**src/rtl/spectrum_pkg.sv**
```systemverilog
`default_nettype none

package spectrum_pkg;

  localparam int SAMPLE_W  = 16;             // one signed fft component
  localparam int POWER_W   = 32;             // re^2 + im^2 tops out at 2^31
  localparam int MAG_W     = POWER_W / 2;    // root of a POWER_W word
  localparam int FRAME_LEN = 256;            // fft transform length
  localparam int HALF_LEN  = FRAME_LEN / 2;  // real input gives a mirrored spectrum
  localparam int BUF_DEPTH = HALF_LEN;       // one whole half frame fits

  // one beat of the fft output stream
  typedef struct packed {
    logic signed [SAMPLE_W-1:0] re;
    logic signed [SAMPLE_W-1:0] im;
    logic                       sop;
    logic                       eop;
    logic                       valid;
  } fft_sample_t;

  // one beat out of the power pipeline
  typedef struct packed {
    logic [POWER_W-1:0] power;
    logic               valid;
  } power_t;

endpackage

`default_nettype wire

```
**src/rtl/power_calc.sv**
```systemverilog
`timescale 1ns/1ps
`default_nettype none

module power_calc (
  input  logic                     clk,
  input  logic                     rst_n,
  input  spectrum_pkg::fft_sample_t sample,
  output spectrum_pkg::power_t      power
);

  import spectrum_pkg::*;

  logic [SAMPLE_W-1:0] abs_re;  // unsigned, so -32768 becomes 32768
  logic [SAMPLE_W-1:0] abs_im;
  logic                valid_s1;
  logic [POWER_W-1:0]  sum_q;
  logic                valid_s2;

  // valid travels alongside both stages
  always_ff @(posedge clk or negedge rst_n) begin
    if (!rst_n) begin
      valid_s1 <= 1'b0;
      valid_s2 <= 1'b0;
    end else begin
      valid_s1 <= sample.valid;
      valid_s2 <= valid_s1;
    end
  end

  always_ff @(posedge clk) begin
    // stage 1 turns two's complement into magnitude
    abs_re <= sample.re[SAMPLE_W-1] ? (~sample.re + 1'b1) : sample.re;
    abs_im <= sample.im[SAMPLE_W-1] ? (~sample.im + 1'b1) : sample.im;
    // stage 2 registers the sum of squares
    sum_q  <= POWER_W'(abs_re) * POWER_W'(abs_re) +
              POWER_W'(abs_im) * POWER_W'(abs_im);
  end

  assign power = '{power: sum_q, valid: valid_s2};

endmodule

`default_nettype wire

```
**config.mk**
```make
export PLATFORM = sky130hd
export DESIGN_NAME = power_calc
export DESIGN_NICKNAME = d
export VERILOG_FILES = /design/src/rtl/spectrum_pkg.sv /design/src/rtl/power_calc.sv
export SDC_FILE = /design/constraint.sdc
export NUM_CORES = 1
export LEC_CHECK = 0
export ABC_AREA = 1
export BUFFER_PORTS_ARGS = -buffer_cell sky130_fd_sc_hd__buf_2
export CORE_MARGIN = 2
export CORE_UTILIZATION = 54
export DETAILED_ROUTE_END_ITERATION = 10
export PLACE_DENSITY_LB_ADDON = 0.3
export SLEW_MARGIN = 10
export SYNTH_ARGS = -nofsm -noshare
export SYNTH_HDL_FRONTEND = slang
export SYNTH_SLANG_ARGS = --single-unit
```
**constraint.sdc**
```tcl
create_clock -name clk -period 16.8 [get_ports clk]
set_input_delay 2.52 -clock clk [delete_from_list [all_inputs] [get_ports clk]]
set_output_delay 2.52 -clock clk [all_outputs]
set_load 0.01 [all_outputs]
```
==> run_results.csv <==
group,metric,value,unit
outcome,status,"completed",
cts,worst_skew_pair.late_latency,360,ps
cts,cts_setup_buffers,0,
global_route,maximum_number_of_pins_on_one_net_before_global_route_repair,21,
critical_path,worstPathRequired,17040,ps
critical_path,timing_worst_setup_path_type,"reg2reg",
detailed_routing,remaining_drc_errors,0,
timing,finalSetupViolCount,0,
floorplanning,design.die.area,34600,sq um
global_route,antenna_found_initial,0,
timing,rsz0062_at_grt,"false",
global_route,grt_pass1_wl,65200,um
floorplanning,initial_cell_density_of_the_core,54.9,%
global_route,grt_util_all_layers,24.0,%
timing,hold_viol,0,
cells_and_area,fillers,2944,
cells_and_area,areaGrowthSynthToFinish,5.62,%
hold_path,hold_path.class,"reg2reg",
job,timing.max_cap.violations,0,
logic_synthesis,synth_seq_area_share,7.44,%
timing,timing.hold.ws,363,ps
timing,setup_ws,10010,ps
critical_path,critical_path.max_stage_delay,870,ps
floorplanning,count_of_standard_cell_rows,66,
logic_synthesis,synth-async-reset-ratio,3.03,%
cells_and_area,drive_gt1_share,6.56,%
timing,fin_worst_skew,15.3,ps
critical_path,worstSetupStartpointType,"flop",
critical_path,critical_path.top_delay_family,"adder cells",
cells_and_area,finalNetCount,2823,
global_route,grt_pass1_vias,14000,
detailed_routing,drtPass1Iterations,4,
cells_and_area,layout_common_cells,"sky130_fd_sc_hd__inv_1 (737), sky130_fd_sc_hd__nand2_1 (461), sky130_fd_sc_hd__fa_1 (383)",
logic_synthesis,synth_enable_flop_cells,0,
cts,cts_sink_cnt,66,
cts,cts_root_buffer,"sky130_fd_sc_hd__clkbuf_16",
cts,cts_made_buffers,9,
cells_and_area,mostFrequentLayoutCell,"sky130_fd_sc_hd__inv_1",
logic_synthesis,yosysWarnings,0,
timing,final-max-slew-violation-count,0,
critical_path,crit_path_end_kind,"flop",
place,post-dp-hpwl,33300,um
timing,max_slew.worst_pin.slew,885,ps
detailed_routing,ant_nets,0,
detailed_routing,avgViaCountPerCell,4.82,
cts,clkTransAtPathRegs,60,ps
critical_path,critical_path_arrival,7030,ps
timing,max_freq,147,MHz
place,gp_congestion,0.911,
timing,finalSetupTns,0,ps
critical_path,crit_slowest_cell,"sky130_fd_sc_hd__dfxtp_1",
logic_synthesis,postSynthRegisterBits,66,
timing,finalCriticalPeriod,6790,ps
critical_path,cp_bufs_invs,4,
cts,cts_tree,"built",
logic_synthesis,synth_area_per_cell,8.20,sq um
logic_synthesis,netlist-cell-type-count,37,
cells_and_area,antenna_cells,0,
floorplanning,core_region_area,32600,sq um
cts,clock_tree.htree_level_count,3,
logic_synthesis,synth-main-ff-cell,"sky130_fd_sc_hd__dfxtp_1",
place,dp_worst_setup_slack,10000,ps
detailed_routing,vias,12800,
detailed_routing,finalWirelength,37500,um
floorplanning,die_x,186,um
place,port_buffers,67,
timing,worst_slew_margin,40.9,%
critical_path,crit_path_frequent_cell,"sky130_fd_sc_hd__fa_1",
cts,cts_hold_buffers,0,
logic_synthesis,postSynthNetCount,2802,
cts,post_cts.resized_instances,0,
logic_synthesis,syn_area,17900,sq um
timing,final_min_period_over_clock_period,40.4,%
cts,clk_path_buf_depth,2,
global_route,globalRoute.totalOverflow,0,
critical_path,timing.critical_path.cells,"nand2_1 -> fa_1 -> fa_1 -> inv_1 -> fa_1 -> inv_1 -> fa_1 -> inv_1 -> fa_1 -> fa_1 -> fa_1 -> fa_1 -> ha_1 -> nand2_2 -> inv_1 -> a21oi_1 -> nand3_2 -> nand2_1 -> nand2_1 -> nand2_1 -> nand2_1",
floorplanning,die_height,186,um
detailed_routing,initialDrtViolationCount,544,
floorplanning,num_io_pins,70,
detailed_routing,avgRoutedWirePerCell,14.1,um
logic_synthesis,post_synth_inst_count,2184,
cells_and_area,final_design_utilization,58.0,%
critical_path,critical_path_peak_fanout,16,
routing by layer:
metal | track usage [%] | up-vias | part of all wire, %
met5 | 0 | - | 0
met3 | 1.80 | 59 | 3.0
met2 | 45.0 | 209 | 54
met4 | 7.21 | 0 | 2.3
met1 | 29.3 | 6365 | 40
li1 | - | 6155 | -
Yosys cell counts, types with 2 or more instances:
master / number / share of area (%)
sky130_fd_sc_hd__inv_1: 737 / 15
sky130_fd_sc_hd__nand2_1: 461 / 9.7
sky130_fd_sc_hd__fa_1: 383 / 43
sky130_fd_sc_hd__ha_1: 198 / 14
sky130_fd_sc_hd__dfxtp_1: 64 / 7.2
sky130_fd_sc_hd__clkbuf_1: 56 / 1.2
sky130_fd_sc_hd__nor2_1: 51 / 1.1
sky130_fd_sc_hd__xor2_1: 49 / 2.4
sky130_fd_sc_hd__nand3_1: 47 / 1.3
sky130_fd_sc_hd__a21oi_1: 20 / 0.56
sky130_fd_sc_hd__nand4_1: 16 / 0.56
sky130_fd_sc_hd__inv_2: 15 / 0.31
sky130_fd_sc_hd__nand2_2: 12 / 0.42
sky130_fd_sc_hd__nor2_2: 7 / 0.24
sky130_fd_sc_hd__o21ai_0: 7 / 0.20
sky130_fd_sc_hd__nor3_1: 6 / 0.17
sky130_fd_sc_hd__nor3_2: 6 / 0.34
sky130_fd_sc_hd__or2_2: 6 / 0.21
sky130_fd_sc_hd__xnor2_1: 6 / 0.29
sky130_fd_sc_hd__o21bai_1: 5 / 0.21
sky130_fd_sc_hd__and2_1: 4 / 0.14
sky130_fd_sc_hd__nor2_4: 4 / 0.25
sky130_fd_sc_hd__a21o_1: 3 / 0.13
sky130_fd_sc_hd__a31o_2: 3 / 0.15
sky130_fd_sc_hd__nand3_2: 3 / 0.17
sky130_fd_sc_hd__dfrtp_1: 2 / 0.28
sky130_fd_sc_hd__nor4_1: 2 / 0.070
sky130_fd_sc_hd__o21ai_2: 2 / 0.098
final timing paths:
path,slack (ps),depth (start not counted),start,to
hold reg to reg,360,0,valid_s1$_DFF_PN0_,valid_s2$_DFF_PN0_
min in group asynchronous,1940,1,rst_n,valid_s2$_DFF_PN0_
hold / removal,360,0,valid_s1$_DFF_PN0_,valid_s2$_DFF_PN0_
setup / recovery,10010,21,abs_im[9]$_DFF_P_,sum_q[29]$_DFF_P_
max in group asynchronous,14760,1,rst_n,valid_s1$_DFF_PN0_
setup reg to reg,10010,21,abs_im[9]$_DFF_P_,sum_q[29]$_DFF_P_
worst reg2reg max path: cells and delay by family, from the launching register on:
family                     cells  cell delay (ps)
adders and majority gates      9             4450
and+or+nand+nor                7              900
DFF                            1              870
AOI/OAI and AO/OA              1              230
buffers and inverters          4              250
final cells by class:
cell class	count	area [sq um]	area share [%]
clock inverter	6	87.6	0.463
sequential	66	1330	7.04
tap	442	553	2.92
inverter	752	2820	14.9
timing repair buffer	70	358	1.89
clock buffer	10	239	1.26
multi-input combinational	1306	13500	71.5
stage by stage:
step                cell area, sq um  std cells
global placement               18600       2636
finish                         18900       2652
CTS                            18900       2652
global route                   18900       2652
floorplan                      17900       2184
detailed placement             18600       2636
registers in the layout (all words and copies together), names as in the netlist:
signal,cells
sum_q,32
valid_s1,1
valid_s2,1
abs_im,16
abs_re,16
cells by family (layout without fill, tap and decap cells):
group	Yosys count	in the layout	synth area share, %
AND/OR/NAND/NOR	626	626	14.7
buffers and inverters	812	838	17.1
XOR/XNOR	55	55	2.69
AO/OA/AOI/OAI	44	44	1.50
adder cells (fa/ha/maj)	581	581	56.7
flip-flops	66	66	7.44
Power is left out: the tool's default activity adds up to more than one toggle a clock period on the data nets, which glitch-free logic cannot reach.
