`config.mk`:
```
export PLATFORM = sky130hd
export DESIGN_NAME = capture_window
export DESIGN_NICKNAME = d
export VERILOG_FILES = /design/src/rtl/spectrum_pkg.sv /design/src/rtl/capture_window.sv
export SDC_FILE = /design/constraint.sdc
export NUM_CORES = 1
export LEC_CHECK = 0
export ABC_AREA = 1
export BUFFER_PORTS_ARGS = -buffer_cell sky130_fd_sc_hd__buf_2
export CORE_MARGIN = 2
export CORE_UTILIZATION = 38
export DETAILED_ROUTE_END_ITERATION = 8
export PLACE_DENSITY = 0.74
export SYNTH_ARGS = -nofsm -noshare
export SYNTH_HDL_FRONTEND = slang
export SYNTH_SLANG_ARGS = --single-unit
```
`constraint.sdc`:
```
create_clock -name clk -period 1.3 [get_ports clk]
set_input_delay 0.26 -clock clk [delete_from_list [all_inputs] [get_ports clk]]
set_output_delay 0.26 -clock clk [all_outputs]
set_load 0.01 [all_outputs]
```
`src/rtl/spectrum_pkg.sv`:
```
`default_nettype none

package spectrum_pkg;

  localparam int SAMPLE_W  = 16;             // one signed fft component
  localparam int POWER_W   = 32;             // re^2 + im^2 tops out at 2^31
  localparam int MAG_W     = POWER_W / 2;    // root of a POWER_W word
  localparam int FRAME_LEN = 256;            // fft transform length
  localparam int HALF_LEN  = FRAME_LEN / 2;  // real input gives a mirrored spectrum
  localparam int BUF_DEPTH = HALF_LEN;       // one whole half frame fits

  // one beat of the fft output stream
  typedef struct packed {
    logic signed [SAMPLE_W-1:0] re;
    logic signed [SAMPLE_W-1:0] im;
    logic                       sop;
    logic                       eop;
    logic                       valid;
  } fft_sample_t;

  // one beat out of the power pipeline
  typedef struct packed {
    logic [POWER_W-1:0] power;
    logic               valid;
  } power_t;

endpackage

`default_nettype wire

```
`src/rtl/capture_window.sv`:
```
`timescale 1ns/1ps
`default_nettype none

module capture_window (
  input  logic                      clk,
  input  logic                      rst_n,
  input  logic                      start,
  input  spectrum_pkg::fft_sample_t sample,
  output logic                      keep
);

  import spectrum_pkg::*;

  typedef enum logic [1:0] {
    ST_IDLE,
    ST_ARMED,    // start seen, waiting on sop
    ST_CAPTURE
  } state_t;

  state_t                      state;
  logic [$clog2(HALF_LEN)-1:0] beat_cnt;  // valid beats taken so far
  logic                        last_beat;
  logic                        keep_raw;
  logic                        keep_d1;

  assign last_beat = (beat_cnt == $bits(beat_cnt)'(HALF_LEN - 1));

  // decision for the beat on the input this cycle
  always_comb begin
    case (state)
      ST_ARMED:   keep_raw = sample.valid && sample.sop;
      ST_CAPTURE: keep_raw = sample.valid;
      default:    keep_raw = 1'b0;
    endcase
  end

  always_ff @(posedge clk or negedge rst_n) begin
    if (!rst_n) begin
      state    <= ST_IDLE;
      beat_cnt <= '0;
    end else begin
      case (state)
        ST_IDLE: begin
          if (start) state <= ST_ARMED;  // start only counts here
        end
        ST_ARMED: begin
          if (sample.valid && sample.sop) begin
            state    <= ST_CAPTURE;
            beat_cnt <= $bits(beat_cnt)'(1);  // sop beat is bin 0
          end
        end
        ST_CAPTURE: begin
          if (sample.valid) begin
            if (last_beat) begin
              // half frame done, rest of the frame is dropped
              state    <= ST_IDLE;
              beat_cnt <= '0;
            end else begin
              beat_cnt <= beat_cnt + 1'b1;
            end
          end
        end
        default: state <= ST_IDLE;
      endcase
    end
  end

  // two stages to match the power pipeline
  always_ff @(posedge clk or negedge rst_n) begin
    if (!rst_n) begin
      keep_d1 <= 1'b0;
      keep    <= 1'b0;
    end else begin
      keep_d1 <= keep_raw;
      keep    <= keep_d1;
    end
  end

endmodule

`default_nettype wire

```
==> metrics.yaml, run 1 <==
outcome:
  status: "complete, no violations"
place:
  hpwl_um: 1010
  pre_cts_ws_ns: -0.0971
  gp_congestion: 0.736
  io_buffers: 5
  placed_area_um2: 754
worst_setup_path:
  critPathArrivalTime_ns: 1.43
  cp_common_cell: "nand2_1"
  critPathKind: "flip-flop to flip-flop"
  startpoint_type: "flip-flop"
  cpPeakStageDelay_ns: 0.41
  crit_chain: "inv_2 > ha_2 > nand2_4 > inv_1 > nor2_2 > nand2_1 > nand2_1 > nand2_1"
  critPathMaxFanout: 3
  reg2reg_depth: 8
  cp_slowest_cell: "dfrtp_2"
  worstReg2RegEnd: "state[0]$_DFFE_PN0P_"
  crit_path_end_kind: "flip-flop"
  worstPathRequired_ns: 1.46
  r2r_setup_slack_ns: 0.04
  timing.rr.start: "state[1]$_DFFE_PN0P_"
power:
  peakVddDrop_mv: 1.14
  power_density_nw_per_um2: 1950
  power.leakage_uw: 0.000441
  total_power_uw: 1740
sta:
  setup_violations: 0
  layout_setup_ws_ns: 0.0371
  max_slew.worst_pin.slew_ns: 0.257
  fin_tns_setup_ns: 0
  fmax_ghz: 0.792
  finalClockSkew_ns: 0.00123
  finalMaxSlewViolations: 0
  fin_crit_ns: 1.26
  rsz0062_at_grt: "true"
  hold_viol: 0
  max-slew-margin-rel_pct: 82.8
  finalCritPeriodShare_pct: 97.1
clock_network:
  htree_levels: 1
  cts_buffers: 3
  clkLatencyLatePin_ns: 0.27
  cts.clk_slew.worst_paths_ns: 0.07
  cts_root_buffer: "clkbuf_4"
  ctsLongestPathBuffers: 2
  tritoncts: "done"
  cts_sinks: 11
synth:
  synth_compound_area_share_pct: 4.45
  synth.most_common_cell: "nand2_1"
  ys_seq_elements: 11
  ys_async_sr_fraction_pct: 100
  synthTopCellsByArea: "dfrtp_1 (41%), nand2_1 (16%), ha_1 (11%)"
  avgSynthCellArea_um2: 7.41
  synth-xor-area-share_pct: 0
  ys_warn_count: 0
  synthTopCellsByCount: "nand2_1 (28), nand3_1 (12), dfrtp_1 (11), nor2_1 (11), inv_1 (10)"
  synth_top_area_share_pct: 40.8
  syn_nets: 135
  yosys.cell_types.count: 15
  synth_area_um2: 674
  yosys.area.top_type: "dfrtp_1"
  ys.flop_type: "dfrtp_1"
  synthAdderAreaFrac_pct: 11.1
  synth_edf_count: 0
  synth_top_family_by_area: "simple AND/OR/NAND/NOR gates"
  synthSimpleGateAreaFrac_pct: 35.8
  ys_seq_area_share_pct: 40.8
  synthCells: 91
  synthMuxAreaShare_pct: 0
route:
  vias_per_cell: 5.02
  post_drt_wl_per_cell_um: 11.8
  drc: 0
  dr.pass1.iters: 4
  drt_iter0_drc: 14
  wl_met2_um: 735
  met1_length_um: 694
  dr.max_layer_used: "met4"
  wl_met3_um: 35
  final_antenna_net_count: 0
  vias: 628
  finalWirelength_um: 1470
layout:
  multi_input_area_um2: 434
  final_util_pct: 52.8
  fill_cells: 156
  area_growth_pct: 32.3
  num-nets-final: 153
  drive_gt1_share_pct: 31.5
  seqCellArea_um2: 278
  antenna_cells: 0
  final_cell_area_um2: 892
floorplan:
  rows: 15
  fp.dieW_um: 46.1
  start_util_pct: 39.9
  dieArea_um2: 2130
  die_h_um: 46.1
  top_level_ports: 39
  core_area_um2: 1690
worst_hold_path:
  min_from: "sample[0]"
  min_path_cells: 3
  hold_path.class: "primary input to flip-flop"
  holdPathEnd: "keep_d1$_DFF_PN0_"
global_routing:
  grt_usage_pct: 15.0
  grt-ovfl-total: 0
  grt_antenna_before_repair: 0
  grt_pass1_vias: 551
  grt_start_max_net_pins: 13
  grt_pass1_wl_um: 2240
flow_run:
  maxCapViolCount: 0
## metrics by stage
stage	hold slack, ns	std cells
5_1_grt	0.240	125
4_1_cts	0.230	123
3_5_place_dp	0.146	118
6_report	0.231	125
2_1_floorplan	-0.0356	91
3_3_place_gp	0.144	118
## critical path, delay by kind of cell (launching register included)
| family | cells | cell delay [ns] |
|---|---|---|
| adders and majority gates | 1 | 0.19 |
| and+or+nand+nor | 5 | 0.43 |
| DFF | 1 | 0.41 |
| buffers and inverters | 2 | 0.12 |
## how the worst max path moves through the flow
stage	cells past startpoint	to	slack, ns	from
after floorplan	8	state[0]$_DFFE_PN0P_	0.008	state[0]$_DFFE_PN0P_
after global placement	6	beat_cnt[1]$_DFFE_PN0P_	-0.06	state[1]$_DFFE_PN0P_
after detailed placement	6	beat_cnt[1]$_DFFE_PN0P_	-0.1	state[0]$_DFFE_PN0P_
after CTS	8	state[0]$_DFFE_PN0P_	0.009	state[0]$_DFFE_PN0P_
after global routing	8	state[0]$_DFFE_PN0P_	-0.03	state[1]$_DFFE_PN0P_
final	8	state[0]$_DFFE_PN0P_	0.04	state[1]$_DFFE_PN0P_
## power by group
part           internal (uW)  leakage [uW]  switching [uW]  total, uW
registers                427      0.000145            85.1        512
clock network            119     0.0000150             121        239
logic                    435      0.000281             551        986
total                    981      0.000441             756       1740
## flip-flops by register name (all words and copies together) (netlist names)
name	cells
keep_d1	1
beat_cnt	7
keep	1
state	2
## area by class of cell
| class | instances | area share, % |
|---|---|---|
| Tap cell | 17 | 2.38 |
| Sequential cell | 11 | 31.1 |
| Clock buffer | 4 | 2.95 |
| Timing Repair Buffer | 13 | 10.2 |
| Multi-Input combinational cell | 69 | 48.7 |
| Inverter | 11 | 4.63 |
## cells by family (layout without fill, tap and decap cells)
family | after synthesis | in the layout
AOI/OAI and AO/OA | 6 | 6
adders and majority gates | 6 | 6
buffers and inverters | 12 | 28
DFF | 11 | 11
and+or+nand+nor | 56 | 57
## layout by cell type (no fill, tap or decap), drive strengths merged
cell type     n
a21oi         1
buf          12
clkbuf        4
dfrtp        11
dlygate4sd3   1
ha            6
inv          11
nand2        29
nand3        14
nand4         1
nor2         13
o21ai         5
## what timing repair did
action	4_1_cts	5_1_grt
buffers inserted	0	1
gates cloned	0	1
pin swaps	1	5
hold buffers	1	0
setup endpoints to repair	9	7
resized for setup	9	12
hold endpoints to repair	11	0
## layer usage
metal,vias up,global-route usage (%)
li1,321,-
met1,296,18.9
met2,9,24.2
met3,2,2.35
met4,0,8.57
met5,-,0
Power figures use the tool's default switching activity.
==> run 2: changes to the inputs <==
Settings changed: CORE_MARGIN 2 to unset.
==> run 2 against run 1 <==
Combinational power rose by 9.5%. Cell count increased by 0.80%. Highest routed layer unchanged. Register-to-register slack improved by 0.02 ns. Clock skew hardly changed. Largest power group unchanged.
==> metrics.yaml, run 2 (synthesis gave the netlist of run 1 again) <==
outcome:
  status: "complete, no violations"
floorplan:
  start_util_pct: 42.8  # +2.9 points
  top_level_ports: 39  # unchanged
  dieArea_um2: 1950  # -8.5%
  rows: 14  # -1
  core_area_um2: 1580  # -6.7%
  fp.dieW_um: 44.1  # -4.3%
  die_h_um: 44.1  # -4.3%
layout:
  num-nets-final: 155  # +1.3%
  area_growth_pct: 36.7
  layout_commonest_cell: "nand2_1"
  reg_top3: "beat_cnt (7), state (2)"
  layout_common_cells: "nand2_1 (25), nand3_1 (12), dfrtp_1 (9), buf_4 (9), nor2_1 (8)"
  drive_gt1_share_pct: 37.3  # +5.8 points
  largest_register: "beat_cnt"
  final_util_pct: 58.5  # +5.7 points
  largest_reg_flops: 7  # unchanged
  antenna_cells: 0  # unchanged
place:
  io_buffers: 5  # unchanged
  gp_congestion: 0.787  # +6.9%
  hpwl_um: 1010  # about the same
sta:
  max-slew-margin-rel_pct: 82.7  # -0.14 points
  max_slew.worst_pin.slew_ns: 0.260  # +0.00210 ns
  fin_crit_ns: 1.25  # -0.0155 ns
  fin_worst_hold_slack_ns: 0.229  # -0.00193 ns
  finalClockSkew_ns: 0.00104  # -0.000190 ns
  fin_tns_setup_ns: 0  # unchanged
  fmax_ghz: 0.802  # +1.2%
  finalMaxSlewViolations: 0  # unchanged
  finalCritPeriodShare_pct: 96.0  # -1.2 points
  hold_viol: 0  # unchanged
  setup_violations: 0  # unchanged
global_routing:
  grt_start_max_net_pins: 12  # -1
  grt_pass1_vias: 611  # +11%
  grt-ovfl-total: 0  # unchanged
  grt_usage_pct: 18.6  # +3.6 points
  grt_pass1_wl_um: 2570  # +15%
  grt_antenna_before_repair: 0  # unchanged
worst_setup_path:
  critPathMaxFanout: 3  # unchanged
  critPathKind: "flip-flop to flip-flop"
  startpoint_type: "flip-flop"
  crit_path_end_kind: "flip-flop"
  critPathArrivalTime_ns: 1.41  # -0.02 ns
  worstPathRequired_ns: 1.47  # about the same
power:
  power.leakage_uw: 0.000457  # +3.7%
  peakVddDrop_mv: 1.12  # -2.2%
  power_density_nw_per_um2: 1990  # +2.1%
  total_power_uw: 1830  # +5.5%
clock_network:
  cts_buffers: 3  # unchanged
  clkLatencyLatePin_ns: 0.27  # about the same
  tritoncts: "done"
  cts.clk_slew.worst_paths_ns: 0.07  # about the same
  cts_sinks: 11  # unchanged
  ctsLongestPathBuffers: 2  # unchanged
  htree_levels: 1  # unchanged
  cts_root_buffer: "clkbuf_4"
flow_run:
  maxCapViolCount: 0  # unchanged
route:
  post_drt_wl_per_cell_um: 12.7  # +8.1%
  finalWirelength_um: 1600  # +9.0%
  drt_iter0_drc: 16  # +2
  vias_per_cell: 5.19  # +3.3%
  drc: 0  # unchanged
  final_antenna_net_count: 0  # unchanged
  dr.pass1.iters: 4  # unchanged
  vias: 654  # +4.1%
worst_hold_path:
  hold_path.class: "primary input to flip-flop"
-- run 2: changes by cell type in the layout (fill, tap and decap cells not counted) --
cell	delta
buf_4	+3
inv_4	+2
buf_6	-1
clkbuf_1	-1
clkinv_2	+1
inv_1	-1
inv_2	-1
nand2_1	-1
nand2_2	+1
nor2_1	-1
nor2_4	+1
o21ai_1	-1
o21ai_2	+1
-- run 2: path summary, 6_finish.rpt --
| kind | slack (ns) | from | cells after the start | to |
|---|---|---|---|---|
| hold / removal | 0.23 | sample[0] | 3 | keep_d1$_DFF_PN0_ |
| setup / recovery | 0.05 | state[0]$_DFFE_PN0P_ | 8 | state[1]$_DFFE_PN0P_ |
| setup reg to reg | 0.05 | state[0]$_DFFE_PN0P_ | 8 | state[1]$_DFFE_PN0P_ |
| min in group asynchronous | 0.39 | rst_n | 2 | keep$_DFF_PN0_ |
| hold reg to reg | 0.36 | keep_d1$_DFF_PN0_ | 0 | keep$_DFF_PN0_ |
| max in group asynchronous | 0.69 | rst_n | 2 | state[0]$_DFFE_PN0P_ |
-- run 2: cell type report --
cell class / count / area, um2
clock inverter: 1 / 5.00
fill: 143 / 654
clock buffer: 3 / 22.5
sequential: 11 / 278
tap: 16 / 20.0
multi-input combinational: 69 / 448
timing repair buffer: 15 / 103
inverter: 11 / 46.3
-- run 2: timing repair --
action / in CTS / in global routing
resized for setup: 10 / 18
setup buffers: 1 / 2
gates cloned: 1 / 0
pin swaps: 4 / 5
endpoints found under the hold margin: 11 / 0
endpoints found under the setup margin: 9 / 9
hold buffers: 1 / 0
-- run 2: worst max-delay path, cell delays in order, from the launching register on --
cell	delay, ns
dfrtp_2	0.44
inv_4	0.07
ha_4	0.17
nand2_4	0.09
o21ai_2	0.08
nor2_4	0.10
nand2_1	0.08
nand2_1	0.07
nand2_1	0.05
-- run 2: per-stage QoR --
stage                     instance area (um2)  std cells  setup WS (ns)
after floorplan                           674         91        0.00803
after global placement                    753        117        -0.0921
after detailed placement                  753        117         -0.113
after CTS                                 846        124        -0.0173
after global routing                      922        126        -0.0170
final                                     922        126         0.0526
-- run 2: routing by layer --
| layer | track usage [%] | wire [um] | part of all wire, % | vias to the layer above |
|---|---|---|---|---|
| met3 | 3.67 | 74 | 4.6 | 4 |
| met1 | 24.5 | 720 | 45 | 303 |
| li1 | - | - | - | 326 |
| met2 | 28.2 | 775 | 48 | 21 |
| met4 | 10.9 | 33 | 2.1 | 0 |
| met5 | 0 | 0 | 0 | - |
-- run 2: power breakdown --
part / internal, uW / switching (uW) / leakage [uW] / total, uW
Sequential: 427 / 86.4 / 0.000145 / 514
Clock: 114 / 122 / 0.0000177 / 236
Combinational: 489 / 595 / 0.000294 / 1080
Total: 1030 / 803 / 0.000457 / 1830
