<file path="config.mk">
export PLATFORM = sky130hd
export DESIGN_NAME = isqrt_seq
export DESIGN_NICKNAME = d
export VERILOG_FILES = /design/src/rtl/spectrum_pkg.sv /design/src/rtl/isqrt_seq.sv
export SDC_FILE = /design/constraint.sdc
export NUM_CORES = 1
export LEC_CHECK = 0
export BUFFER_PORTS_ARGS = -buffer_cell sky130_fd_sc_hd__buf_2
export CORE_MARGIN = 1.5
export CORE_UTILIZATION = 52
export CTS_CLUSTER_DIAMETER = 100
export CTS_CLUSTER_SIZE = 25
export DETAILED_ROUTE_END_ITERATION = 12
export HOLD_SLACK_MARGIN = 0.15
export PLACE_DENSITY = 0.77
export SLEW_MARGIN = 15
export SYNTH_ARGS = -nofsm -noshare
export SYNTH_HDL_FRONTEND = slang
export SYNTH_SLANG_ARGS = --single-unit
</file>
<file path="constraint.sdc">
create_clock -name clk -period 2.4 [get_ports clk]
set_clock_uncertainty 0.15 [all_clocks]
set_input_delay 0.48 -clock clk [delete_from_list [all_inputs] [get_ports clk]]
set_output_delay 0.48 -clock clk [all_outputs]
set_load 0.01 [all_outputs]
</file>
<file path="src/rtl/spectrum_pkg.sv">
`default_nettype none

package spectrum_pkg;

  localparam int SAMPLE_W  = 16;             // one signed fft component
  localparam int POWER_W   = 32;             // re^2 + im^2 tops out at 2^31
  localparam int MAG_W     = POWER_W / 2;    // root of a POWER_W word
  localparam int FRAME_LEN = 256;            // fft transform length
  localparam int HALF_LEN  = FRAME_LEN / 2;  // real input gives a mirrored spectrum
  localparam int BUF_DEPTH = HALF_LEN;       // one whole half frame fits

  // one beat of the fft output stream
  typedef struct packed {
    logic signed [SAMPLE_W-1:0] re;
    logic signed [SAMPLE_W-1:0] im;
    logic                       sop;
    logic                       eop;
    logic                       valid;
  } fft_sample_t;

  // one beat out of the power pipeline
  typedef struct packed {
    logic [POWER_W-1:0] power;
    logic               valid;
  } power_t;

endpackage

`default_nettype wire

</file>
<file path="src/rtl/isqrt_seq.sv">
`timescale 1ns/1ps
`default_nettype none

module isqrt_seq (
  input  logic                             clk,
  input  logic                             rst_n,
  input  logic                             load,
  input  logic [spectrum_pkg::POWER_W-1:0] operand,
  output logic                             busy,
  output logic [spectrum_pkg::MAG_W-1:0]   root,
  output logic                             done
);

  import spectrum_pkg::*;

  logic [POWER_W-1:0]        radicand;  // shifts out two bits per step
  logic [MAG_W+1:0]          rem;       // partial remainder, always >= 0
  logic [MAG_W-1:0]          quot;      // root bits resolved so far
  logic [$clog2(MAG_W)-1:0]  step;
  logic                      accept;
  logic                      last_step;
  logic [MAG_W+1:0]          shifted;
  logic [MAG_W+2:0]          trial;     // extra top bit is the sign
  logic [MAG_W-1:0]          next_quot;

  assign accept    = load && !busy;
  assign last_step = (step == $bits(step)'(MAG_W - 1));

  // bring down the next bit pair and try subtracting 4q+1
  assign shifted   = {rem[MAG_W-1:0], radicand[POWER_W-1 -: 2]};
  assign trial     = {1'b0, shifted} - {1'b0, quot, 2'b01};
  assign next_quot = {quot[MAG_W-2:0], ~trial[MAG_W+2]};

  always_ff @(posedge clk or negedge rst_n) begin
    if (!rst_n) begin
      busy <= 1'b0;
      step <= '0;
      done <= 1'b0;
    end else begin
      done <= 1'b0;
      if (accept) begin
        busy <= 1'b1;
        step <= '0;
      end else if (busy) begin
        if (last_step) begin
          busy <= 1'b0;
          done <= 1'b1;  // MAG_W+1 cycles after load
        end else begin
          step <= step + 1'b1;
        end
      end
    end
  end

  always_ff @(posedge clk) begin
    if (accept) begin
      radicand <= operand;
      rem      <= '0;
      quot     <= '0;
    end else if (busy) begin
      radicand <= radicand << 2;
      // restore by keeping the shifted value when the trial goes negative
      rem      <= trial[MAG_W+2] ? shifted : trial[MAG_W+1:0];
      quot     <= next_quot;
      if (last_step) root <= next_quot;  // holds until the next result
    end
  end

endmodule

`default_nettype wire

</file>
==> summary.md, run 1 <==
| Metric | Value |
|---|---|
| Via count | 2761 |
| Number of primary I/O pins | 53 |
| Nets@finish | 465 |
| Reg2Reg Launch Point | quot[3]$_SDFFE_PP0P_ |
| CTS root buf | sky130_fd_sc_hd__clkbuf_8 |
| DRT Wirelength | 7.48 mm |
| Die width | 91.4 um |
| Initial Util | 0.532 |
| Main combinational cell family by area after synthesis | compound AO/OA/AOI/OAI gates |
| Ant. Diodes | 0 |
| Clock latency at the later pin of the worst-skew pair | 0.34 ns |
| Filler cells | 627 |
| Standard cell core area | 0.00765 mm2 |
| Post-synthesis average cell area | 11.7 um2 |
| P_leak | 2.05 nW |
| Final Worst Setup Slack | 0.134 ns |
| Area fraction in and, or, nand and nor cells after synthesis | 0.0717 |
| Dominant cell by count in the synthesized netlist | sky130_fd_sc_hd__edfxtp_1 |
| Critical path required time | 2.54 ns |
| Net Count, Synth | 400 |
| Arrival time worst endpoint | 2.41 ns |
| Actual transition at the worst max-transition pin | 0.324 ns |
| Maximum clock rate | 441 MHz |
| Run status | completed |
| Final number of max-transition violations | 0 |
| Clock-pin transition on the worst setup and hold timing paths | 0.09 ns |
| Power Dens Cells | 1720 mW/mm2 |
| H-Tree Depth | 3 |
| DP HPWL | 5.28 mm |
| Sequential power share | 0.330 |
| Peak fanout along the critical path | 6 |
| Reg2reg path depth | 9 |
| Weighted congestion reported at the end of routability-driven placement | 0.829 |
| Setup TNS | 0 ns |
| Number of cell rows | 32 |
| Count of max-cap constraint violations | 0 |
| Async S/R FF share, synth | 0.0698 |
| Total congestion overflow | 0 |
| Number of buffers on the longest clock path | 2 |
| Final setup violation count | 0 |
| Die Y | 91.4 um |
| DIE AREA | 0.00836 mm2 |
| Detailed Route Iter0 Violations | 135 |
| Yosys cell types | 43 |
| Kind of start point of the critical path | flop |
| Synth Cell Area | 0.00407 mm2 |
| Pin count of the biggest net entering global routing | 32 |
| Unrepaired setup endpoints after global routing | false |
| Hold violation total from the final report | 0 |
| Fraction of post-synthesis cell area in the top cell type by area | 0.354 |
| Number of optimization iterations in the first detailed-route pass | 4 |
| Area delta synth->final | 18.5% |
| Portion of the post-synthesis area used by sequential elements | 0.549 |
| Proportion of synthesized area in mux cells | 0.120 |
| Worst setup endpoint | rem[1]$_SDFFE_PP0P_ |
| Share of layout cells above drive strength 1 | 0.321 |
| Post-place setup slack | 0.0616 ns |
| Number of instances in the synthesized netlist | 347 |
| Dominant cell type by area after synthesis | sky130_fd_sc_hd__edfxtp_1 |
| Final ANT Viol Nets | 0 |
| Synth Area in Compound Gates | 0.124 |
| Relative max-transition margin | 0.783 |
| Net switching component of the power | 3.13 mW |
| Logic gate share of total power | 0.540 |
| CP Class | flop to flop |
| Routed len/inst | 14.4 um |
| Global router's overall resource usage | 0.196 |
| Hold Path Class | input port to flop |
| Post-route minimum period | 2.27 ns |
| Remaining design rule violation count | 0 |
| Number of port buffers | 52 |
| Xor and xnor fraction of the mapped netlist area | 0.0366 |
| Vias per inst | 5.32 |
| Number of CTS-inserted buffers | 9 |
| Clock tree from TritonCTS | yes |
| Sinks on Clock Net | 86 |
| Internal power summed over all cells | 5.16 mW |
| Critical Path Sink Type | flop |
| Synthesized-area fraction occupied by adder cells | 0.0554 |
| Wire length of the first global-routing pass | 12.9 mm |
| Clock power frac | 0.129 |
| Final Cycle Share | 0.944 |
| Peak ir drop on the vdd network | 657 uV |
| Endpoint of the most critical register-to-register path | rem[1]$_SDFFE_PP0P_ |
| Setup slack of the worst register-to-register path | 0.13 ns |
| Switching Fraction | 0.378 |
| Vias in the first global route | 2876 |
| Number of warnings issued by yosys | 0 |
| Cell types with the highest counts after synthesis | 48 x sky130_fd_sc_hd__edfxtp_1, 40 x sky130_fd_sc_hd__nand2_1, 32 x sky130_fd_sc_hd__dfxtp_1, 30 x sky130_fd_sc_hd__mux2_2, 22 x sky130_fd_sc_hd__inv_1 |
| Number of enable flip-flop cells after synthesis | 48 |
| Top FF cell, synth | sky130_fd_sc_hd__edfxtp_1 |
| Register bit count reported by yosys | 86 |
| Antenna violations before repair | 0 |
| Start point of the critical path | quot[3]$_SDFFE_PP0P_ |
| Main area contributors after synthesis | sky130_fd_sc_hd__edfxtp_1 35%, sky130_fd_sc_hd__dfxtp_1 16%, sky130_fd_sc_hd__mux2_2 8.3%, sky130_fd_sc_hd__ha_1 5.5%, sky130_fd_sc_hd__dfrtp_1 3.7% |
==> sequential cells by signal, summed over array words and instances (netlist names) <==
signal    flops
step          4
quot         16
radicand     32
busy          1
root         16
rem          16
done          1
==> per-layer routing <==
metal	GRT usage	vias to the layer above	share of wire
met1	0.236	1291	0.44
met5	0	-	0
met3	0.0419	10	0.057
met4	0.100	0	0.016
met2	0.329	68	0.48
li1	-	1392	-
==> kinds of logic after synthesis <==
logic type / Yosys count
and+or+nand+nor: 65
buffers and inverters: 40
AOI/OAI and AO/OA: 76
xor gates and xnor gates: 17
adders and majority gates: 18
DFF: 86
muxes: 45
==> per-stage QoR <==
step	utilization	instances	hold WS, ns	cell area, um2	total power, mW
3_5_place_dp	0.590	501	0.165	4510	6.96
2_1_floorplan	-	347	0.0344	4070	6.01
5_1_grt	0.631	519	0.275	4820	9.00
6_report	0.631	519	0.283	4820	8.29
3_3_place_gp	0.590	501	0.159	4510	6.82
4_1_cts	0.619	518	0.262	4740	8.08
==> power by group through the flow <==
stage / Sequential (mW) / Clock, mW / Combinational, mW
2_1_floorplan: 2.66 / 0 / 3.34
3_3_place_gp: 2.73 / 0 / 4.09
3_5_place_dp: 2.75 / 0 / 4.21
4_1_cts: 2.72 / 1.10 / 4.25
5_1_grt: 2.82 / 1.16 / 5.02
6_report: 2.74 / 1.07 / 4.48
==> cell usage in the layout, fill, tap and decap left out, types with 3 or more instances in the layout <==
| master | count |
|---|---|
| sky130_fd_sc_hd__nand2_1 | 40 |
| sky130_fd_sc_hd__clkbuf_8 | 9 |
| sky130_fd_sc_hd__o211ai_1 | 3 |
| sky130_fd_sc_hd__mux2_2 | 30 |
| sky130_fd_sc_hd__dfxtp_1 | 31 |
| sky130_fd_sc_hd__nor2_1 | 10 |
| sky130_fd_sc_hd__nand4_1 | 4 |
| sky130_fd_sc_hd__ha_1 | 14 |
| sky130_fd_sc_hd__xor2_1 | 6 |
| sky130_fd_sc_hd__edfxtp_1 | 48 |
| sky130_fd_sc_hd__o31ai_1 | 16 |
| sky130_fd_sc_hd__dfrtp_1 | 6 |
| sky130_fd_sc_hd__xnor2_1 | 11 |
| sky130_fd_sc_hd__buf_6 | 3 |
| sky130_fd_sc_hd__o21ai_1 | 18 |
| sky130_fd_sc_hd__o21ai_0 | 5 |
| sky130_fd_sc_hd__inv_1 | 22 |
| sky130_fd_sc_hd__ha_4 | 3 |
| sky130_fd_sc_hd__mux2i_1 | 15 |
| sky130_fd_sc_hd__a21oi_1 | 9 |
| sky130_fd_sc_hd__buf_2 | 52 |
| sky130_fd_sc_hd__a21o_1 | 6 |
| sky130_fd_sc_hd__buf_4 | 15 |
==> worst max-delay path: stages (launching register included) <==
cell	delay [ns]
sky130_fd_sc_hd__dfxtp_1	0.35
sky130_fd_sc_hd__inv_1	0.07
sky130_fd_sc_hd__ha_1	0.35
sky130_fd_sc_hd__o211ai_1	0.16
sky130_fd_sc_hd__o21ai_4	0.22
sky130_fd_sc_hd__a31oi_2	0.15
sky130_fd_sc_hd__o21ai_2	0.23
sky130_fd_sc_hd__buf_6	0.17
sky130_fd_sc_hd__mux2i_1	0.21
sky130_fd_sc_hd__a22o_1	0.14
==> worst min path at each step <==
stage / from / end / slack [ns] / depth (start not counted)
after floorplan: rst_n / busy$_DFF_PN0_ / 0.03 / 0
after global placement: rst_n / step[3]$_DFFE_PN0P_ / 0.16 / 1
after detailed placement: rst_n / step[3]$_DFFE_PN0P_ / 0.16 / 1
after CTS: operand[8] / radicand[8]$_DFFE_PP_ / 0.26 / 2
after global routing: operand[18] / radicand[18]$_DFFE_PP_ / 0.28 / 2
final: operand[8] / radicand[8]$_DFFE_PP_ / 0.28 / 2
==> cell type report <==
cell class              count  area (um2)  area share
flip-flops and latches     86        2230       0.463
multi-input cells         221        1730       0.358
repair buffers             72         437      0.0906
clock buffers              10         128      0.0265
well taps                 102         128      0.0265
clock inverters             6        86.3      0.0179
inverters                  22        82.6      0.0171
==> timing repair <==
action / 4_1_cts / 5_1_grt
setup endpoints to repair: 0 / 17
resized for setup: 0 / 16
hold buffers: 1 / 0
setup buffers: 0 / 1
hold endpoints to repair: 6 / 0
Note: power is estimated with default switching activity, not from simulation.
==> run 2: changes to the inputs <==
CELL_PAD_IN_SITES_DETAIL_PLACEMENT = 1   (was not set)
CELL_PAD_IN_SITES_GLOBAL_PLACEMENT = 2   (was not set)
CORE_UTILIZATION = 35   (was 52)
RECOVER_POWER = 100   (was not set)
==> run 2 against run 1 <==
Compared with the run above: sequential share of layout area shrank 0.70 points; register-to-register slack is essentially flat; sequential power barely moved; design area rose by 1.5%; critical path type unchanged; critical endpoint is now rem[13]$_SDFFE_PP0P_; highest routed layer unchanged.
==> summary.md, run 2 (synthesized netlist as in run 1, its figures left out) <==
| Metric | Value |
|---|---|
| Run status | completed |
| Relative max-transition margin | 0.464 (-0.319) |
| Most flops, register | radicand |
| Max reg flops | 32 (unchanged) |
| Nets@finish | 466 (+0.22%) |
| Die width | 111 um (+21%) |
| Via count | 2835 (+2.7%) |
| Global router's overall resource usage | 0.163 (-0.0325) |
| Maximum clock rate | 440 MHz (-0.24%) |
| Initial Util | 0.358 (-0.174) |
| Final ANT Viol Nets | 0 (unchanged) |
| Peak ir drop on the vdd network | 622 uV (-5.4%) |
| Actual transition at the worst max-transition pin | 0.804 ns (+0.481 ns) |
| Total design power | 8.77 mW (+5.7%) |
| Sinks on Clock Net | 86 (unchanged) |
| Pin count of the biggest net entering global routing | 33 (+3.1%) |
| Post-route minimum period | 2.27 ns (+0.00542 ns) |
| Area of combinational cells with multiple inputs | 0.00171 mm2 (-1.0%) |
| DRT Wirelength | 9.29 mm (+24%) |
| Number of buffers on the longest clock path | 2 (unchanged) |
| Remaining design rule violation count | 0 (unchanged) |
| CTS root buf | sky130_fd_sc_hd__clkbuf_16 |
| Worst hold path depth | 2 (unchanged) |
| Most frequent cells in the layout | 48 x sky130_fd_sc_hd__edfxtp_1, 40 x sky130_fd_sc_hd__nand2_1, 33 x sky130_fd_sc_hd__buf_2 |
| Routed len/inst | 16.6 um (+15%) |
| Switching Fraction | 0.385 (+0.00793) |
| Most common library cell in the layout ignoring fill and taps | sky130_fd_sc_hd__edfxtp_1 |
| Delay of the slowest critical-path stage | 0.36 ns (about the same) |
| Internal power summed over all cells | 5.39 mW (+4.4%) |
| Number of cell rows | 39 (+22%) |
| H-Tree Depth | 3 (unchanged) |
| Filler cells | 1237 (+97%) |
| CP Class | flop to flop |
| Number of port buffers | 52 (unchanged) |
| Hold Path Class | input port to flop |
| P_leak | 2.02 nW (-1.4%) |
| Clock tree from TritonCTS | yes |
| Clock power frac | 0.158 (+0.029) |
| Net switching component of the power | 3.38 mW (+7.9%) |
| Detailed Route Iter0 Violations | 113 (-16%) |
| Reg2reg path depth | 10 (+1) |
| Number of primary I/O pins | 53 (unchanged) |
| Die Y | 111 um (+21%) |
| Logic gate share of total power | 0.527 (-0.013) |
| Clock latency at the later pin of the worst-skew pair | 0.35 ns (about the same) |
| Ant. Diodes | 0 (unchanged) |
| Clock-pin transition on the worst setup and hold timing paths | 0.07 ns (-0.02 ns) |
| Final standard cell utilization of the core | 0.431 (-0.200) |
| Sequential power share | 0.315 (-0.015) |
| Vias per inst | 5.05 (-5.0%) |
| Series of cell instances along the critical path | inv_1 -> ha_4 -> nor2b_4 -> nor3_2 -> o21ai_4 -> a31oi_2 -> o21ai_2 -> buf_6 -> mux2i_1 -> o21ai_1 |
| Standard cell core area | 0.0114 mm2 (+49%) |
| Final setup violation count | 0 (unchanged) |
| Final number of max-transition violations | 0 (unchanged) |
| Final Cycle Share | 0.946 (+0.00226) |
| Hold violation total from the final report | 0 (unchanged) |
| DIE AREA | 0.0123 mm2 (+47%) |
| Count of max-cap constraint violations | 0 (unchanged) |
| Kind of start point of the critical path | flop |
| Peak fanout along the critical path | 7 (+1) |
| Share of layout cells above drive strength 1 | 0.263 (-0.0582) |
| Arrival time worst endpoint | 2.35 ns (-0.06 ns) |
| Critical path required time | 2.48 ns (-0.06 ns) |
| Number of optimization iterations in the first detailed-route pass | 4 (unchanged) |
| Number of CTS-inserted buffers | 9 (unchanged) |
| Total congestion overflow | 0 (unchanged) |
| Antenna violations before repair | 0 (unchanged) |
| Power Dens Cells | 1790 mW/mm2 (+4.1%) |
| Vias in the first global route | 3147 (+9.4%) |
| Slowest library cell on the worst path | sky130_fd_sc_hd__dfxtp_2 |
| Wire length of the first global-routing pass | 15.6 mm (+21%) |
| Area occupied by registers | 0.00223 mm2 (unchanged) |
| Critical Path Sink Type | flop |
| DP HPWL | 6.73 mm (+27%) |
| Area delta synth->final | 20.4% |
| Weighted congestion reported at the end of routability-driven placement | 0.816 (-1.5%) |
[run 2: final cells by class]
cell class / count / area share
clock inverters: 5 / 0.0123
repair buffers: 73 / 0.0813
well taps: 143 / 0.0365
inverters: 22 / 0.0169
flip-flops and latches: 86 / 0.456
clock buffers: 11 / 0.0475
multi-input cells: 221 / 0.349
[run 2: layer usage]
metal	GRT usage	part of all wire
met1	0.192	0.44
met2	0.283	0.51
met3	0.0481	0.037
met4	0.0581	0.013
met5	0	0
[run 2: power by group through the flow]
stage,clock [mW],sequential [mW],combinational (mW)
finish,1.38,2.76,4.62
global route,1.49,2.84,5.17
CTS,1.43,2.76,4.57
detailed placement,0,2.78,4.45
global placement,0,2.75,4.30
floorplan,0,2.66,3.34
[run 2: final timing paths]
check | from | end | slack, ns
worst max-delay path | quot[0]$_SDFFE_PP0P_ | rem[13]$_SDFFE_PP0P_ | 0.13
worst min-delay path | operand[18] | radicand[18]$_DFFE_PP_ | 0.28
worst max register to register | quot[0]$_SDFFE_PP0P_ | rem[13]$_SDFFE_PP0P_ | 0.13
worst min register to register | quot[9]$_SDFFE_PP0P_ | root[10]$_DFFE_PP_ | 0.31
max in group asynchronous | rst_n | done$_DFF_PN0_ | 1.40
min in group asynchronous | rst_n | busy$_DFF_PN0_ | 0.43
[run 2: per-stage QoR]
step / instance area, um2 / cells / worst slack, ns / TNS [ns] / hold slack, ns
after detailed placement: 4570 / 540 / -0.0953 / -0.182 / 0.167
after CTS: 4900 / 557 / -0.0130 / -0.0130 / 0.268
after global routing: 4900 / 561 / -0.0322 / -0.0405 / 0.275
after global placement: 4570 / 540 / 0.0578 / 0 / 0.162
final: 4900 / 561 / 0.129 / 0 / 0.277
after floorplan: 4070 / 347 / 0.0793 / 0 / 0.0344
[run 2: critical path, delay by kind of cell, from the launching register on]
family / cells / cell delay [ns]
buffers and inverters: 2 / 0.27
flip-flops: 1 / 0.36
AND/OR/NAND/NOR: 2 / 0.22
adder cells (fa/ha/maj): 1 / 0.30
multiplexers: 1 / 0.24
AO/OA/AOI/OAI: 4 / 0.61
[run 2: repair_timing]
item,CTS,global route
setup endpoints to repair,8,16
setup buffers,0,4
pin swaps,1,3
hold endpoints to repair,6,0
hold buffers,1,0
gates resized for setup,4,8
